$ cat src/include/zport_consts.svh
// port low bytes, xxBF bit positions and reset values of the port block
// included by the port modules and by the testbench
`ifndef ZPORT_CONSTS_SVH
`define ZPORT_CONSTS_SVH

// port low address bytes
`define PORT_FE      8'hFE // keys, tape, border, beeper
`define PORT_F6      8'hF6 // mirror of FE
`define PORT_FC      8'hFC // paging and border, no beeper
`define PORT_FD      8'hFD // 7FFD paging
`define PORT_F7      8'hF7 // EFF7 and the rest of xxF7
`define PORT_KJOY    8'h1F // kempston joystick, only outside shadow
`define PORT_KMOUSE  8'hDF // kempston mouse
`define PORT_BF      8'hBF // config register
`define PORT_ULAPLUS 8'h3B // ulaplus select/data

// xxBF bit positions
`define CFG_SHADOW_BIT 0
`define CFG_ROMRW_BIT  1
`define CFG_NMI_BIT    3
`define CFG_BRK_BIT    4

// paging control bits
`define P7FFD_LOCK_BIT    5 // 48k lock, only in 1-meg block mode
`define PEFF7_BLOCK1M_BIT 2 // 1 = pentagon-1024 extension off

// values after reset
`define CFG_RESET    8'h00
`define P7FFD_RESET  8'h00
`define PEFF7_RESET  8'h00
`define BORDER_RESET 4'h0

`endif

$ cat src/logic/zport_pkg.sv
// shared types of the I/O port block
// compile first, before any port module
`default_nettype none

package zport_pkg;

	// z80 bus as sampled by the port block
	typedef struct packed {
		logic [15:0] a;      // full port address
		logic [7:0]  din;    // cpu write data
		logic        iorq_n;
		logic        rd_n;
		logic        wr_n;
	} zbus_t;

	// one fclk pulse at the start of an I/O cycle
	typedef struct packed {
		logic wr;
		logic rd;
	} io_strobe_t;

	// paging state as seen by the memory mapper
	typedef struct packed {
		logic [7:0] p7ffd;      // masked in 1-meg block mode
		logic [7:0] peff7;      // masked in 1-meg block mode
		logic [5:0] page;       // full 1-meg ram page
		logic       rom;        // 7FFD bit 4
		logic       one_meg_on; // pentagon-1024 extension active
		logic       ram0_0;     // ram page 0 at 0000
	} paging_t;

	// port chosen by the current address
	typedef enum logic [3:0] {
		PSEL_NONE,
		PSEL_FE,       // FE and F6
		PSEL_FD,       // FD and FC
		PSEL_EFF7,
		PSEL_F7_OTHER, // every other xxF7
		PSEL_KJOY,
		PSEL_KMOUSE,
		PSEL_BF,
		PSEL_ULAPLUS
	} port_sel_e;

endpackage

`default_nettype wire

$ cat src/logic/io_strobe.sv
// detects the start of z80 I/O cycles in the fclk domain
// bus is sampled on zpos, one pulse per read or write cycle
`timescale 1ns/100ps
`default_nettype none

module io_strobe
(
	input  wire                    fclk,
	input  wire                    rst_n,
	input  wire                    zpos, // z80 clock rising edge enable
	input  zport_pkg::zbus_t       bus,
	output zport_pkg::io_strobe_t  strb
);

	logic [1:0] iowr_h; // [0] zpos sample, [1] same delayed by one fclk
	logic [1:0] iord_h;

	logic iowr_act;
	logic iord_act;

	assign iowr_act = ~(bus.iorq_n | bus.wr_n);
	assign iord_act = ~(bus.iorq_n | bus.rd_n);

	//////////////////////////////////////////////////////////////////////
	// history of cycle activity

	always_ff @(posedge fclk or negedge rst_n)
	begin
		if (!rst_n)
		begin
			iowr_h <= 2'b00;
			iord_h <= 2'b00;
		end
		else
		begin
			if (zpos)
			begin
				iowr_h[0] <= iowr_act;
				iord_h[0] <= iord_act;
			end
			iowr_h[1] <= iowr_h[0]; // every fclk, so a long cycle gives one edge
			iord_h[1] <= iord_h[0];
		end
	end

	// rising edge of the sampled activity
	always_ff @(posedge fclk or negedge rst_n)
	begin
		if (!rst_n)
			strb <= '0;
		else
		begin
			strb.wr <= iowr_h[0] & ~iowr_h[1];
			strb.rd <= iord_h[0] & ~iord_h[1];
		end
	end

	// z80 never reads and writes in one cycle
	a_no_rdwr: assert property (@(posedge fclk) disable iff (!rst_n)
		!(strb.wr && strb.rd));

endmodule

`default_nettype wire

$ cat src/logic/port_decode.sv
// port address decode, port hit and read-back data
// purely combinational, select is shared with every register block
`timescale 1ns/100ps
`default_nettype none

`include "zport_consts.svh"

module port_decode
(
	input  zport_pkg::zbus_t      bus,
	input  wire                   shadow,
	input  wire [4:0]             keys_in,   // keyboard columns
	input  wire                   tape_read,
	input  wire [4:0]             kj_in,     // kempston joystick
	input  wire [7:0]             mus_in,    // mouse byte
	input  wire [7:0]             cfg_rd,    // xxBF read-back
	input  wire [7:0]             up_lastwritten,
	output zport_pkg::port_sel_e  sel,
	output logic                  porthit,
	output logic                  dataout,
	output logic [7:0]            dout
);

	import zport_pkg::*;

	logic [7:0] lo;

	assign lo = bus.a[7:0];

	//////////////////////////////////////////////////////////////////////
	// address to port select

	always_comb
	begin
		case (lo)
			`PORT_FE, `PORT_F6:
				sel = PSEL_FE;
			`PORT_FD, `PORT_FC: // FC also loads border, sys_config checks it
				sel = PSEL_FD;
			`PORT_F7:
				if (bus.a[8] && !bus.a[12] && !shadow)
					sel = PSEL_EFF7;
				else
					sel = PSEL_F7_OTHER; // no clock behind it, reads FF
			`PORT_KJOY:
				sel = shadow ? PSEL_NONE : PSEL_KJOY; // 1F is the fdc under dos
			`PORT_KMOUSE:
				sel = PSEL_KMOUSE;
			`PORT_BF:
				sel = PSEL_BF;
			`PORT_ULAPLUS:
				sel = PSEL_ULAPLUS;
			default:
				sel = PSEL_NONE;
		endcase
	end

	assign porthit = (sel != PSEL_NONE);
	assign dataout = porthit & ~bus.iorq_n & ~bus.rd_n; // drive z80 data bus

	// read data
	always_comb
	begin
		case (sel)
			PSEL_FE:      dout = {1'b1, tape_read, 1'b0, keys_in};
			PSEL_KJOY:    dout = {3'b000, kj_in};
			PSEL_KMOUSE:  dout = mus_in;
			PSEL_BF:      dout = cfg_rd;
			PSEL_ULAPLUS: dout = up_lastwritten;
			default:      dout = 8'hFF; // FD, F7 and others float high
		endcase
	end

endmodule

`default_nettype wire

$ cat src/logic/sys_config.sv
// xxBF config register with shadow, and the FE border/beeper port
// writes land one fclk after the write strobe
`timescale 1ns/100ps
`default_nettype none

`include "zport_consts.svh"

module sys_config
(
	input  wire                    fclk,
	input  wire                    rst_n,
	input  zport_pkg::zbus_t       bus,
	input  zport_pkg::io_strobe_t  strb,
	input  zport_pkg::port_sel_e   sel,
	input  wire                    dos,       // trdos rom active
	output logic                   shadow,
	output logic [7:0]             cfg_rd,
	output logic                   romrw_en,  // rom write enable
	output logic                   set_nmi,
	output logic                   brk_ena,
	output logic [3:0]             border,
	output logic                   beeper_wr
);

	import zport_pkg::*;

	// only the implemented xxBF bits are stored
	localparam logic [7:0] CFG_WMASK = (8'd1 << `CFG_SHADOW_BIT) | (8'd1 << `CFG_ROMRW_BIT) |
		(8'd1 << `CFG_NMI_BIT) | (8'd1 << `CFG_BRK_BIT);

	logic [7:0] cfg_q;
	logic       cfg_wr;
	logic       border_wr;

	//////////////////////////////////////////////////////////////////////
	// xxBF

	assign cfg_wr = strb.wr && (sel == PSEL_BF);

	always_ff @(posedge fclk or negedge rst_n)
	begin
		if (!rst_n)
			cfg_q <= `CFG_RESET;
		else if (cfg_wr)
			cfg_q <= bus.din & CFG_WMASK;
	end

	assign cfg_rd   = cfg_q; // unused bits read as 0
	assign shadow   = dos | cfg_q[`CFG_SHADOW_BIT];
	assign romrw_en = cfg_q[`CFG_ROMRW_BIT];
	assign set_nmi  = cfg_q[`CFG_NMI_BIT];
	assign brk_ena  = cfg_q[`CFG_BRK_BIT];

	//////////////////////////////////////////////////////////////////////
	// border, FE/F6 plus FC

	assign border_wr = strb.wr &&
		((sel == PSEL_FE) || ((sel == PSEL_FD) && (bus.a[7:0] == `PORT_FC)));

	always_ff @(posedge fclk or negedge rst_n)
	begin
		if (!rst_n)
			border <= `BORDER_RESET;
		else if (border_wr)
			border <= {~bus.a[3], bus.din[2:0]}; // bright from inverted a3
	end

	// beeper only on exact FE, not the mirrors
	assign beeper_wr = strb.wr && (sel == PSEL_FE) && (bus.a[7:0] == `PORT_FE);

endmodule

`default_nettype wire

$ cat src/logic/mem_paging.sv
// pentagon-1024 paging, 7FFD and EFF7 ports
// block1m in EFF7 falls back to plain 128k with the 48k lock
`timescale 1ns/100ps
`default_nettype none

`include "zport_consts.svh"

module mem_paging
(
	input  wire                    fclk,
	input  wire                    rst_n,
	input  zport_pkg::zbus_t       bus,
	input  zport_pkg::io_strobe_t  strb,
	input  zport_pkg::port_sel_e   sel,
	output zport_pkg::paging_t     paging
);

	import zport_pkg::*;

	logic [7:0] p7ffd_q; // 2..0 page, 3 screen, 4 rom, 5 lock, 7..6 high page
	logic [7:0] peff7_q; // 2 block1m, 3 ram0 at 0000
	logic       block1m;
	logic       lock;
	logic       p7ffd_wr;
	logic       peff7_wr;

	assign block1m = peff7_q[`PEFF7_BLOCK1M_BIT];
	assign lock    = p7ffd_q[`P7FFD_LOCK_BIT] & block1m;

	// xxFD with a15 low, BFFD/FFFD belong to the ay
	assign p7ffd_wr = strb.wr && (sel == PSEL_FD) && !bus.a[15] && !lock;
	assign peff7_wr = strb.wr && (sel == PSEL_EFF7);

	//////////////////////////////////////////////////////////////////////
	// registers

	always_ff @(posedge fclk or negedge rst_n)
	begin
		if (!rst_n)
			p7ffd_q <= `P7FFD_RESET;
		else if (p7ffd_wr)
			p7ffd_q <= bus.din;
	end

	always_ff @(posedge fclk or negedge rst_n)
	begin
		if (!rst_n)
			peff7_q <= `PEFF7_RESET;
		else if (peff7_wr)
			peff7_q <= bus.din;
	end

	//////////////////////////////////////////////////////////////////////
	// outputs

	assign paging.p7ffd = {(block1m ? 3'b000 : p7ffd_q[7:5]), p7ffd_q[4:0]};
	assign paging.peff7 = block1m ?
		{peff7_q[7], 1'b0, peff7_q[5:4], 3'b000, peff7_q[0]} : peff7_q;
	assign paging.page       = {p7ffd_q[7:5], p7ffd_q[2:0]};
	assign paging.rom        = p7ffd_q[4];
	assign paging.one_meg_on = ~peff7_q[`PEFF7_BLOCK1M_BIT];
	assign paging.ram0_0     = peff7_q[3];

	// 48k lock holds until reset, whatever the cpu writes
	a_lock_hold: assert property (@(posedge fclk) disable iff (!rst_n)
		lock |=> $stable(p7ffd_q));

endmodule

`default_nettype wire

$ cat src/logic/ulaplus_regs.sv
// ulaplus port, mode select and palette write strobe
// a14 low selects group/address, a14 high carries data
`timescale 1ns/100ps
`default_nettype none

`include "zport_consts.svh"

module ulaplus_regs
(
	input  wire                    fclk,
	input  wire                    rst_n,
	input  zport_pkg::zbus_t       bus,
	input  zport_pkg::io_strobe_t  strb,
	input  zport_pkg::port_sel_e   sel,
	output logic                   up_ena,
	output logic [5:0]             up_paladdr,
	output logic [7:0]             up_paldata,
	output logic                   up_palwr,
	output logic [7:0]             up_lastwritten
);

	import zport_pkg::*;

	logic up_wr;
	logic up_select; // 1 mode group, 0 palette

	assign up_wr = strb.wr && (sel == PSEL_ULAPLUS);

	//////////////////////////////////////////////////////////////////////
	// select/address writes

	always_ff @(posedge fclk or negedge rst_n)
	begin
		if (!rst_n)
			up_select <= 1'b0;
		else if (up_wr && !bus.a[14])
		begin
			if (bus.din[7:6] == 2'b01)
				up_select <= 1'b1;
			else if (bus.din[7:6] == 2'b00)
				up_select <= 1'b0;
		end
	end

	// palette address, loaded by a select write with top bits 00
	always_ff @(posedge fclk)
	begin
		if (up_wr && !bus.a[14] && (bus.din[7:6] == 2'b00))
			up_paladdr <= bus.din[5:0];
	end

	//////////////////////////////////////////////////////////////////////
	// data writes

	always_ff @(posedge fclk)
	begin
		if (up_wr && bus.a[14])
			up_lastwritten <= bus.din; // read back on 3B
	end

	always_ff @(posedge fclk or negedge rst_n)
	begin
		if (!rst_n)
			up_ena <= 1'b0;
		else if (up_wr && bus.a[14] && up_select)
			up_ena <= bus.din[0];
	end

	assign up_palwr   = up_wr && bus.a[14] && !up_select;
	assign up_paldata = {bus.din[4:2], bus.din[7:5], bus.din[1:0]}; // grb to rgb order

endmodule

`default_nettype wire

$ cat src/logic/zports.sv
// I/O port block top, z80 pins in, register state out
// everything runs on fclk, bus sampled with zpos
`timescale 1ns/100ps
`default_nettype none

module zports
(
	input  wire                 fclk,
	input  wire                 rst_n,
	input  wire                 zpos,
	input  wire [15:0]          a,
	input  wire [7:0]           din,
	input  wire                 iorq_n,
	input  wire                 rd_n,
	input  wire                 wr_n,
	input  wire                 dos,
	input  wire [4:0]           keys_in,
	input  wire                 tape_read,
	input  wire [4:0]           kj_in,
	input  wire [7:0]           mus_in,
	output logic                porthit,   // to zxbus iorq gating
	output logic                dataout,
	output logic [7:0]          dout,
	output logic [3:0]          border,
	output logic                beeper_wr,
	output logic                romrw_en,
	output logic                set_nmi,
	output logic                brk_ena,
	output zport_pkg::paging_t  paging,
	output logic                up_ena,
	output logic [5:0]          up_paladdr,
	output logic [7:0]          up_paldata,
	output logic                up_palwr
);

	import zport_pkg::*;

	zbus_t      bus;
	io_strobe_t strb;
	port_sel_e  sel;
	logic       shadow;
	logic [7:0] cfg_rd;
	logic [7:0] up_lastwritten;

	assign bus = '{a: a, din: din, iorq_n: iorq_n, rd_n: rd_n, wr_n: wr_n};

	io_strobe io_strobe_i (.fclk(fclk), .rst_n(rst_n), .zpos(zpos), .bus(bus), .strb(strb));

	port_decode port_decode_i (
		.bus(bus), .shadow(shadow), .keys_in(keys_in), .tape_read(tape_read),
		.kj_in(kj_in), .mus_in(mus_in), .cfg_rd(cfg_rd), .up_lastwritten(up_lastwritten),
		.sel(sel), .porthit(porthit), .dataout(dataout), .dout(dout));

	sys_config sys_config_i (
		.fclk(fclk), .rst_n(rst_n), .bus(bus), .strb(strb), .sel(sel), .dos(dos),
		.shadow(shadow), .cfg_rd(cfg_rd), .romrw_en(romrw_en), .set_nmi(set_nmi),
		.brk_ena(brk_ena), .border(border), .beeper_wr(beeper_wr));

	mem_paging mem_paging_i (
		.fclk(fclk), .rst_n(rst_n), .bus(bus), .strb(strb), .sel(sel), .paging(paging));

	ulaplus_regs ulaplus_regs_i (
		.fclk(fclk), .rst_n(rst_n), .bus(bus), .strb(strb), .sel(sel),
		.up_ena(up_ena), .up_paladdr(up_paladdr), .up_paldata(up_paldata),
		.up_palwr(up_palwr), .up_lastwritten(up_lastwritten));

endmodule

`default_nettype wire

$ cat config.mk
export PLATFORM = sky130hd
export DESIGN_NAME = zports
export DESIGN_NICKNAME = d
export VERILOG_FILES = /design/src/logic/zport_pkg.sv /design/src/logic/io_strobe.sv /design/src/logic/port_decode.sv /design/src/logic/sys_config.sv /design/src/logic/mem_paging.sv /design/src/logic/ulaplus_regs.sv /design/src/logic/zports.sv
export VERILOG_INCLUDE_DIRS = /design/src /design/src/include
export SDC_FILE = /design/constraint.sdc
export NUM_CORES = 1
export LEC_CHECK = 0
export BUFFER_PORTS_ARGS = -buffer_cell sky130_fd_sc_hd__buf_4
export CAP_MARGIN = 20
export CELL_PAD_IN_SITES_DETAIL_PLACEMENT = 1
export CELL_PAD_IN_SITES_GLOBAL_PLACEMENT = 1
export CORE_MARGIN = 4
export CORE_UTILIZATION = 39
export CTS_BUF_LIST = sky130_fd_sc_hd__clkbuf_2 sky130_fd_sc_hd__clkbuf_4 sky130_fd_sc_hd__clkbuf_8
export CTS_CLUSTER_DIAMETER = 120
export CTS_CLUSTER_SIZE = 30
export DETAILED_ROUTE_END_ITERATION = 7
export GPL_TIMING_DRIVEN = 0
export PLACE_DENSITY_LB_ADDON = 0.15
export SYNTH_ARGS = -nofsm -noshare
export SYNTH_HDL_FRONTEND = slang
export SYNTH_SLANG_ARGS = --single-unit
$ cat constraint.sdc
create_clock -name fclk -period 5.63 [get_ports fclk]
set_clock_uncertainty 0.1 [all_clocks]
set_input_delay 0.2815 -clock fclk [delete_from_list [all_inputs] [get_ports fclk]]
set_output_delay 0.2815 -clock fclk [all_outputs]
set_load 0.05 [all_outputs]
# == Yosys cells after proc, flatten, opt, wreduce, memory -nomap -nowiden ==
# Index checks and enable logic that the tools add are counted.
# classes
n_eq_ne,17
mux,8
bitwise,12
reduce_logical,30
# op_table
cell,count
"8-bit equality test, second input constant",7
8-bit one-hot mux with 5 select lines,1
4-bit one-hot mux with 7 select lines,1
1-bit logical AND,17
"4-bit by 3-bit equality test with 1-bit output, second input constant",3
3-bit two-way mux,3
"4-bit by 2-bit equality test with 1-bit output, second input constant",2
"8-bit by 5-bit equality test with 1-bit output, second input constant",1
"8-bit by 6-bit equality test with 1-bit output, second input constant",1
7-bit two-way mux,1
1-bit logical NOT,6
1-bit NOT,6
1-bit bitwise AND,4
"4-bit by 1-bit equality test with 1-bit output, second input constant",1
"4-bit equality test, second input constant",1
4-bit nonzero test,1
2-bit OR reduction,2
"2-bit by 1-bit equality test with 1-bit output, second input constant",1
2-bit logical NOT,1
1-bit two-way mux,2
1-bit OR,2
2-bit AND reduction,1
2-bit nonzero test,1
1-bit logical OR,1
# totals
ff_bits,43
input_bits,50
out_inout_bits,59
elab_cells,78

# == Logic depth before layout (Yosys ltp) ==
# Gate-level depths: netlist (run 1).
# logic_depth
ltp_word,9
depth_mapped,6
ltp_nobuf,5

# == Modules after synthesis ==
# From an unflattened synthesis (run 1), not the netlist that was laid out.
# hier_totals
cells_unflattened,228
area_unflattened_um2,2616.3
# by_module_without_submodules
mod,n_inst,cells_each,area_each_um2,seq_area_each_um2
mem_paging,1,54,753.2,400.4
port_decode,1,91,616.8,0.0
ulaplus_regs,1,34,599.3,470.5
sys_config,1,37,454.2,200.2
io_strobe,1,12,192.7,150.1

# == Worst setup path after synthesis (run 1) ==
# OpenSTA, ideal clock, no wires.
# synth_path
path_kind,flip-flop to output port
startpoint,"register sys_config_i.cfg_q[0], in the netlist sys_config_i.cfg_rd[0]"
endpoint,output port dataout
arrival_time_ns,2.857
required_time_ns,5.248
path_slack_ns,2.391
path_stages_with_launch,6
path_buffers,0
cell_sequence,dfrtp_1 -> or4_4 -> a2111oi_4 -> nor3_2 -> and2_1 -> a211oi_1
# synth_via
elab_chain_len,8
elab_cells_between_ends,9
classes_between,mux (3); bitwise (3); reduce/logical (3)
# synth_lines
element,line_no,text
start: declaration,sys_config.sv:31,logic [7:0] cfg_q;
start signal: assignment,sys_config.sv:43,cfg_q <= `CFG_RESET;
start signal: assignment,sys_config.sv:45,cfg_q <= bus.din & CFG_WMASK;
1-bit OR *,sys_config.sv:49,assign shadow = dos | cfg_q[`CFG_SHADOW_BIT];
1-bit logical NOT,port_decode.sv:41,if (bus.a[8] && !bus.a[12] && !shadow)
1-bit logical AND,port_decode.sv:41,
3-bit two-way mux,port_decode.sv:41,
4-bit one-hot mux with 7 select lines *,port_decode.sv:35,case (lo)
4-bit nonzero test *,port_decode.sv:58,assign porthit = (sel != PSEL_NONE);
1-bit bitwise AND * (2 in series),port_decode.sv:59,assign dataout = porthit & ~bus.iorq_n & ~bus.rd_n;
end: declaration,zports.sv:22,"output logic dataout,"
# Mark *: on every way between the ends. The rest lies on a longest branch, timed or not.

# == Final worst setup path (run 1) ==
# Same ends and word-level chain as after synthesis.

==> summary.txt, run 1 <==
Yosys
  • Ys flop type: dfrtp_1
  • Synthesized Nets: 231
  • Seq/Total Area, Yosys: 50.95%
  • Mapped Avg Cell Area: 12.43 um^2
  • Post-synth top area cell: dfrtp_1
  • Synth top area cells: dfrtp_1 32%, edfxtp_1 19%, mux2_2 12%, buf_4 6.3%, nor2b_1 2.8%
  • #FFs+latches synth: between 40 and 50
  • EDFF count, synth: 14
  • Ys Warns: 0
  • FFs w/ async S/R, synth: 67.44%
  • Synth Instances: ~180
  • Synthesized area: roughly 0.0022 mm^2
  • Top-area cell type share of the netlist area: between 30% and 40%
  • Post-synth cell types: 44

Finish
  • Antenna Cells: 0
  • Layout Nets: between 300 and 400
  • Growth of design area from synthesis to finish: 41.94%
  • Final std cells w/o fill: approximately 360
  • Final Cell Area: 0.003193 mm^2
  • Util after Layout: 57.63%
  • Share of cells above drive strength 1: between 50% and 60%
  • Fillers: around 610

Clock tree
  • Total CTS buffers: 5
  • Post-CTS Setup Inserts: 0
  • Post-CTS sizing: 0
  • Sink Count: 43
  • Max Buffers Root-to-Sink: 2
  • CTS tree: done
  • Hold buffers post-CTS: 1
  • Clock latency on the worst-skew pair: 0.29 ns
  • H-tree depth reported by CTS: 2
  • Worst-path clk slew: about 0.08 ns
  • Clock tree root buffer cell: clkbuf_8

STA
  • Final Max Tran Viols: 0
  • Total negative setup slack: 0 ns
  • Setup-failing EPs final: 0
  • Hold WS: just under 0.1 ns
  • Final period util: a little over half
  • Worst slew pin tran: between 0.7 and 0.8 ns
  • FMAX: approximately 0.34 GHz
  • Worst slew margin relative to its limit: ~53%
  • Final hold vios: 0
  • Unrepaired setup endpoints after global routing: no
  • Final setup margin: between 2 and 3 ns
  • Minimum clock period: around 3 ns

GRT
  • Overflow after GRT: 0
  • Vias in the first global route: approximately 2000
  • Initial antenna violation count: 0
  • Pin count of the biggest net entering global routing: 30
  • Total GRT Usage: about a fifth
  • First-pass GRT wire length: roughly 11000 um

Critical path
  • Reg2Reg Setup Slack: 3.22 ns
  • Worst-path maximum fanout: 10
  • Crit path kind: flop to primary output
  • Worst Path Required: 5.25 ns
  • WP data arrival: 2.59 ns
  • CP Launch Type: flop
  • Element type at the critical path end: primary output

Floorplanning
  • Die footprint: 0.007048 mm^2
  • Starting Density: around 41%
  • Rows: 27
  • Die H: ~84 um
  • Core area: 0.005540 mm^2
  • Io pins: ~110
  • Width of the die: 83.95 um

Outcome
  • Outcome: finished clean

Routing
  • Antenna Violating Nets Remaining: 0
  • DRT iter0 DRCs: 56
  • Drt drc: 0
  • Via-per-instance ratio: 5.149
  • Total Routed Length: about 6700 um
  • WL per Instance: around 18 um
  • Vias: between 1500 and 2000
  • Initial DRT Pass Iterations: 4

Placement
  • Placement Setup Slack: around 3.0 ns
  • Placed Cells incl. Taps: around 350
  • DP Area: about 0.0031 mm^2
  • Port bufs: 100
  • Final GP Congestion: around 0.84
  • Half-perimeter wire length after placement: 5149 um

Worst hold path
  • Worst Hold Class: input pin to flop

Pwr
  • P per Cell Area: around 200 mW/mm^2
  • Leak: ~1.5 nW
  • Power Total: between 0.6 and 0.7 mW
  • Peak VDD IR: approximately 0.00014 V

Run
  • Max Cap Violations: 0
[kinds of logic after synthesis]
family	Yosys count	synth area share [%]
compound gates	29	11.62
flops	43	50.95
mux	25	12.46
buf+inv	27	8.343
simple gates	55	16.07
other cells	1	0.1667
xor+xnor	1	0.3894
[path summary, 6_finish.rpt]
kind                                   startpoint                          endpoint  cells after the start
setup / recovery           sys_config_i.cfg_rd[0]                           dataout                      6
setup reg to reg           sys_config_i.cfg_rd[0]           mem_paging_i.p7ffd_q[3]                      5
min in group asynchronous                   rst_n            sys_config_i.border[3]                      2
max in group asynchronous                   rst_n            sys_config_i.border[2]                      2
hold reg to reg             io_strobe_i.iowr_h[1]               io_strobe_i.strb[1]                      1
hold / removal                             din[7]  ulaplus_regs_i.up_lastwritten[7]                      1
[metal layers]
metal / part of all wire, % / track usage (%) / up-vias
li1: - / - / 876
met1: 40 / 23.38 / 908
met2: 52 / 33.84 / 72
met3: 6.9 / 6.417 / 13
met4: 1.8 / 6.725 / 0
met5: 0 / 0 / -
[cells in the final DEF, fill, tap and decap left out, types with 2 or more instances in the layout]
master / n
dfrtp_1: 29
nand2_1: 12
and3_1: 2
clkbuf_8: 5
nand3_1: 3
nand2b_1: 2
inv_1: 5
nor2b_1: 10
o21ai_0: 3
edfxtp_1: 14
or4_4: 2
buf_6: 2
nor4_4: 2
mux2_2: 24
nor2_1: 7
nor3_1: 3
buf_4: 119
a221oi_1: 5
a22oi_1: 6
nor4_1: 2
a21oi_1: 5
[flip-flops by register name, summed over array words and instances (netlist names)]
register / flops
sys_config_i.border: 4
io_strobe_i.strb: 1
ulaplus_regs_i.up_ena: 1
ulaplus_regs_i.up_paladdr: 6
ulaplus_regs_i.up_select: 1
io_strobe_i.iowr_h: 2
sys_config_i.cfg_rd: 4
mem_paging_i.p7ffd_q: 8
ulaplus_regs_i.up_lastwritten: 8
mem_paging_i.peff7_q: 8
[synth_stat cells, types with 2 or more instances]
cell type,number
inv_1,5
nor2_1,7
buf_4,19
buf_6,2
nand2_1,12
edfxtp_1,14
o21ai_0,3
nor4_4,2
mux2_2,24
or4_4,2
nand3_1,3
dfrtp_1,29
a21oi_1,5
a22oi_1,6
nor3_1,3
nor4_1,2
nor2b_1,10
nand2b_1,2
a221oi_1,5
and3_1,2
[report_power, final]
group / internal (mW) / switching, mW
clock: 0.0920 / 0.107
sequential: 0.327 / 0.00428
combinational: 0.0416 / 0.0582
total: 0.461 / 0.170
[critical path, stage by stage, from the launching register on]
cell	delay [ns]
dfrtp_1	0.45
or4_4	0.56
a2111oi_4	0.39
nor3_2	0.18
and2_1	0.23
a211oi_1	0.25
buf_4	0.24
[area by class of cell]
cell class	count	area (um^2)	share of cell area, %
Buffer	22	168.9	5.290
Clock buffer	6	76.32	2.390
Clock inverter	2	11.26	0.3527
Inverter	5	18.77	0.5878
Multi-Input combinational cell	111	915.9	28.68
Sequential cell	43	1146	35.89
Tap cell	72	90.09	2.821
Timing Repair Buffer	102	765.7	23.98
(Power assumes the default switching activity.)
==> inputs of run 2 (changes only) <==
CORE_UTILIZATION = 32   (was 39)
clock period = 2.7 ns   (was 5.63 ns; I/O delays follow)
==> summary.txt, run 2 (same netlist as run 1, synthesis figures left out) <==
Floorplanning
  • Rows: 30
  • Starting Density: between 30% and 40%
  • Width of the die: between 90 and 100 um
  • Core area: ~0.0068 mm^2
  • Die H: approximately 92 um
  • Io pins: roughly 110
  • Die footprint: 0.008436 mm^2

Finish
  • Layout Nets: approximately 350
  • Growth of design area from synthesis to finish: 49.83%
  • Commonest non-fill, non-tap cells in the layout: 118 x buf_4, 29 x dfrtp_1, 24 x mux2_2
  • Final Cell Area: about 0.0034 mm^2
  • Largest regs: mem_paging_i.p7ffd_q: 8 flops, mem_paging_i.peff7_q: 8 flops, ulaplus_regs_i.up_lastwritten: 8 flops
  • Util after Layout: about half
  • Share of cells above drive strength 1: a little under three fifths
  • Leading cell type in the layout, fill and taps excluded: buf_4
  • Antenna Cells: 0

Placement
  • Final GP Congestion: 0.7422
  • Port bufs: 100
  • DP Area: ~0.0031 mm^2
  • Placement Setup Slack: roughly 0.21 ns
  • Half-perimeter wire length after placement: between 5000 and 6000 um

GRT
  • Vias in the first global route: 2018
  • First-pass GRT wire length: between 10000 and 15000 um
  • Total GRT Usage: between 15 and 20%
  • Pin count of the biggest net entering global routing: 30
  • Initial antenna violation count: 0
  • Overflow after GRT: 0

Critical path
  • R2R cell count: 6
  • Element type at the critical path end: primary output
  • Bufs and invs on worst path: 1
  • Reg2Reg Setup Slack: roughly 0.19 ns
  • CP max stage delay: about 0.55 ns
  • Critical Path Slowest Stage Cell: or4_4
  • WP data arrival: between 2 and 2.5 ns
  • CP top delay family: simple AND/OR/NAND/NOR gates
  • Worst Path Required: between 2 and 2.5 ns
  • Worst-path maximum fanout: 6
  • Crit path kind: flop to primary output
  • Crit-path cells: or4_4 > a2111oi_4 > nor3_4 > and2_4 > a211oi_2 > buf_6
  • CP Launch Type: flop
  • RR Endpoint: mem_paging_i.p7ffd_q[2]
  • Reg-to-reg startpoint: sys_config_i.cfg_rd[0]

Worst hold path
  • Worst Hold End: mem_paging_i.peff7_q[2]
  • WHS Path Cells: 3
  • Worst Hold Class: input pin to flop
  • Hold Path Origin: a[12]

Pwr
  • P per Cell Area: roughly 390 mW/mm^2
  • Sw power: between 0.3 and 0.4 mW
  • Sequential share of power: a little over half
  • Peak VDD IR: 0.0002654 V
  • Comb power frac: between 10% and 20%
  • Sw Ratio: between 20% and 30%
  • Clock share of power: ~31%
  • Leak: roughly 1.6 nW
  • P_int: roughly 0.96 mW

Clock tree
  • H-tree depth reported by CTS: 2
  • Total CTS buffers: 5
  • Sink Count: 43
  • Max Buffers Root-to-Sink: 2
  • Clock latency on the worst-skew pair: around 0.29 ns
  • CTS tree: done
  • Worst-path clk slew: around 0.080 ns
  • Clock tree root buffer cell: clkbuf_8

Routing
  • Antenna Violating Nets Remaining: 0
  • DRT iter0 DRCs: slightly below 80
  • Total Routed Length: approximately 6700 um
  • Drt drc: 0
  • Via-per-instance ratio: 4.712
  • WL per Instance: approximately 17 um
  • Vias: 1880
  • Initial DRT Pass Iterations: 4

STA
  • Final period util: 98.69%
  • Final Max Tran Viols: 0
  • Worst slew pin tran: between 1 and 1.5 ns
  • Final setup margin: roughly 0.035 ns
  • Setup-failing EPs final: 0
  • FMAX: 0.3753 GHz
  • Worst slew margin relative to its limit: 25.25%
  • Unrepaired setup endpoints after global routing: yes
  • Minimum clock period: approximately 2.7 ns
  • Hold WS: 0.09028 ns
  • Final hold vios: 0

Run
  • Max Cap Violations: 0

Outcome
  • Outcome: finished clean
run 2: changes by cell type in the layout (fill, tap and decap cells not counted), sizes merged:
| cell | previous run | this run |
|---|---|---|
| buf | 122 | 124 |
| clkbuf | 7 | 6 |
| clkinvlp | 0 | 2 |
| dlygate4sd3 | 1 | 11 |
| inv | 6 | 5 |
run 2: per-stage QoR:
stage / TNS [ns] / total power [mW] / cells
4_1_cts: 0 / 1.339 / 396
6_report: 0 / 1.326 / 399
5_1_grt: -0.08936 / 1.384 / 399
2_1_floorplan: 0 / 0.8068 / 181
3_5_place_dp: 0 / 0.9128 / 377
3_3_place_gp: 0 / 0.9099 / 377
run 2: power by group through the flow:
stage | Clock, mW | Sequential (mW) | Combinational [mW]
floorplan | 0 | 0.718 | 0.0884
global placement | 0 | 0.703 | 0.206
detailed placement | 0 | 0.704 | 0.209
CTS | 0.427 | 0.690 | 0.223
global route | 0.453 | 0.692 | 0.239
finish | 0.414 | 0.690 | 0.222
run 2: cell type report:
| type | instances | area [um^2] |
|---|---|---|
| fill | 741 | 3423 |
| sequential | 43 | 1146 |
| multi-input combinational | 111 | 929.6 |
| timing repair buffer | 114 | 898.4 |
| buffer | 22 | 168.9 |
| tap | 96 | 120.1 |
| clock buffer | 5 | 68.82 |
| clock inverter | 3 | 20.02 |
| inverter | 5 | 18.77 |
run 2: worst max-delay path by stage:
stage	cells past startpoint	end	slack (ns)	startpoint
after detailed placement	6	dataout	0.21	sys_config_i.cfg_rd[0]
after CTS	6	dataout	0.005	sys_config_i.cfg_rd[0]
final	6	dataout	0.04	sys_config_i.cfg_rd[0]
after global placement	6	dataout	0.24	sys_config_i.cfg_rd[0]
after global routing	6	dataout	-0.04	sys_config_i.cfg_rd[0]
after floorplan	5	dataout	0.08	sys_config_i.cfg_rd[0]
run 2: layer usage:
layer	GRT usage, %	routed length (um)	vias to the layer above
li1	-	-	894
met2	27.86	3368	63
met1	20.14	2784	918
met5	0	0	-
met3	4.102	458	5
met4	3.342	51	0
run 2: timing repair:
item                                    4_1_cts  5_1_grt
resized for setup                             3        3
buffers inserted                              0        3
hold endpoints to repair                     45        0
endpoints found under the setup margin        2        2
pin swaps                                     2        3
hold buffers                                 11        0
run 2: worst register-to-register path: stages (launching register included):
cell and delay (ns):
dfrtp_1 0.43, or4_4 0.55, a2111oi_4 0.46, nor3_4 0.12
buf_4 0.18, o2111ai_4 0.18, mux2_2 0.38
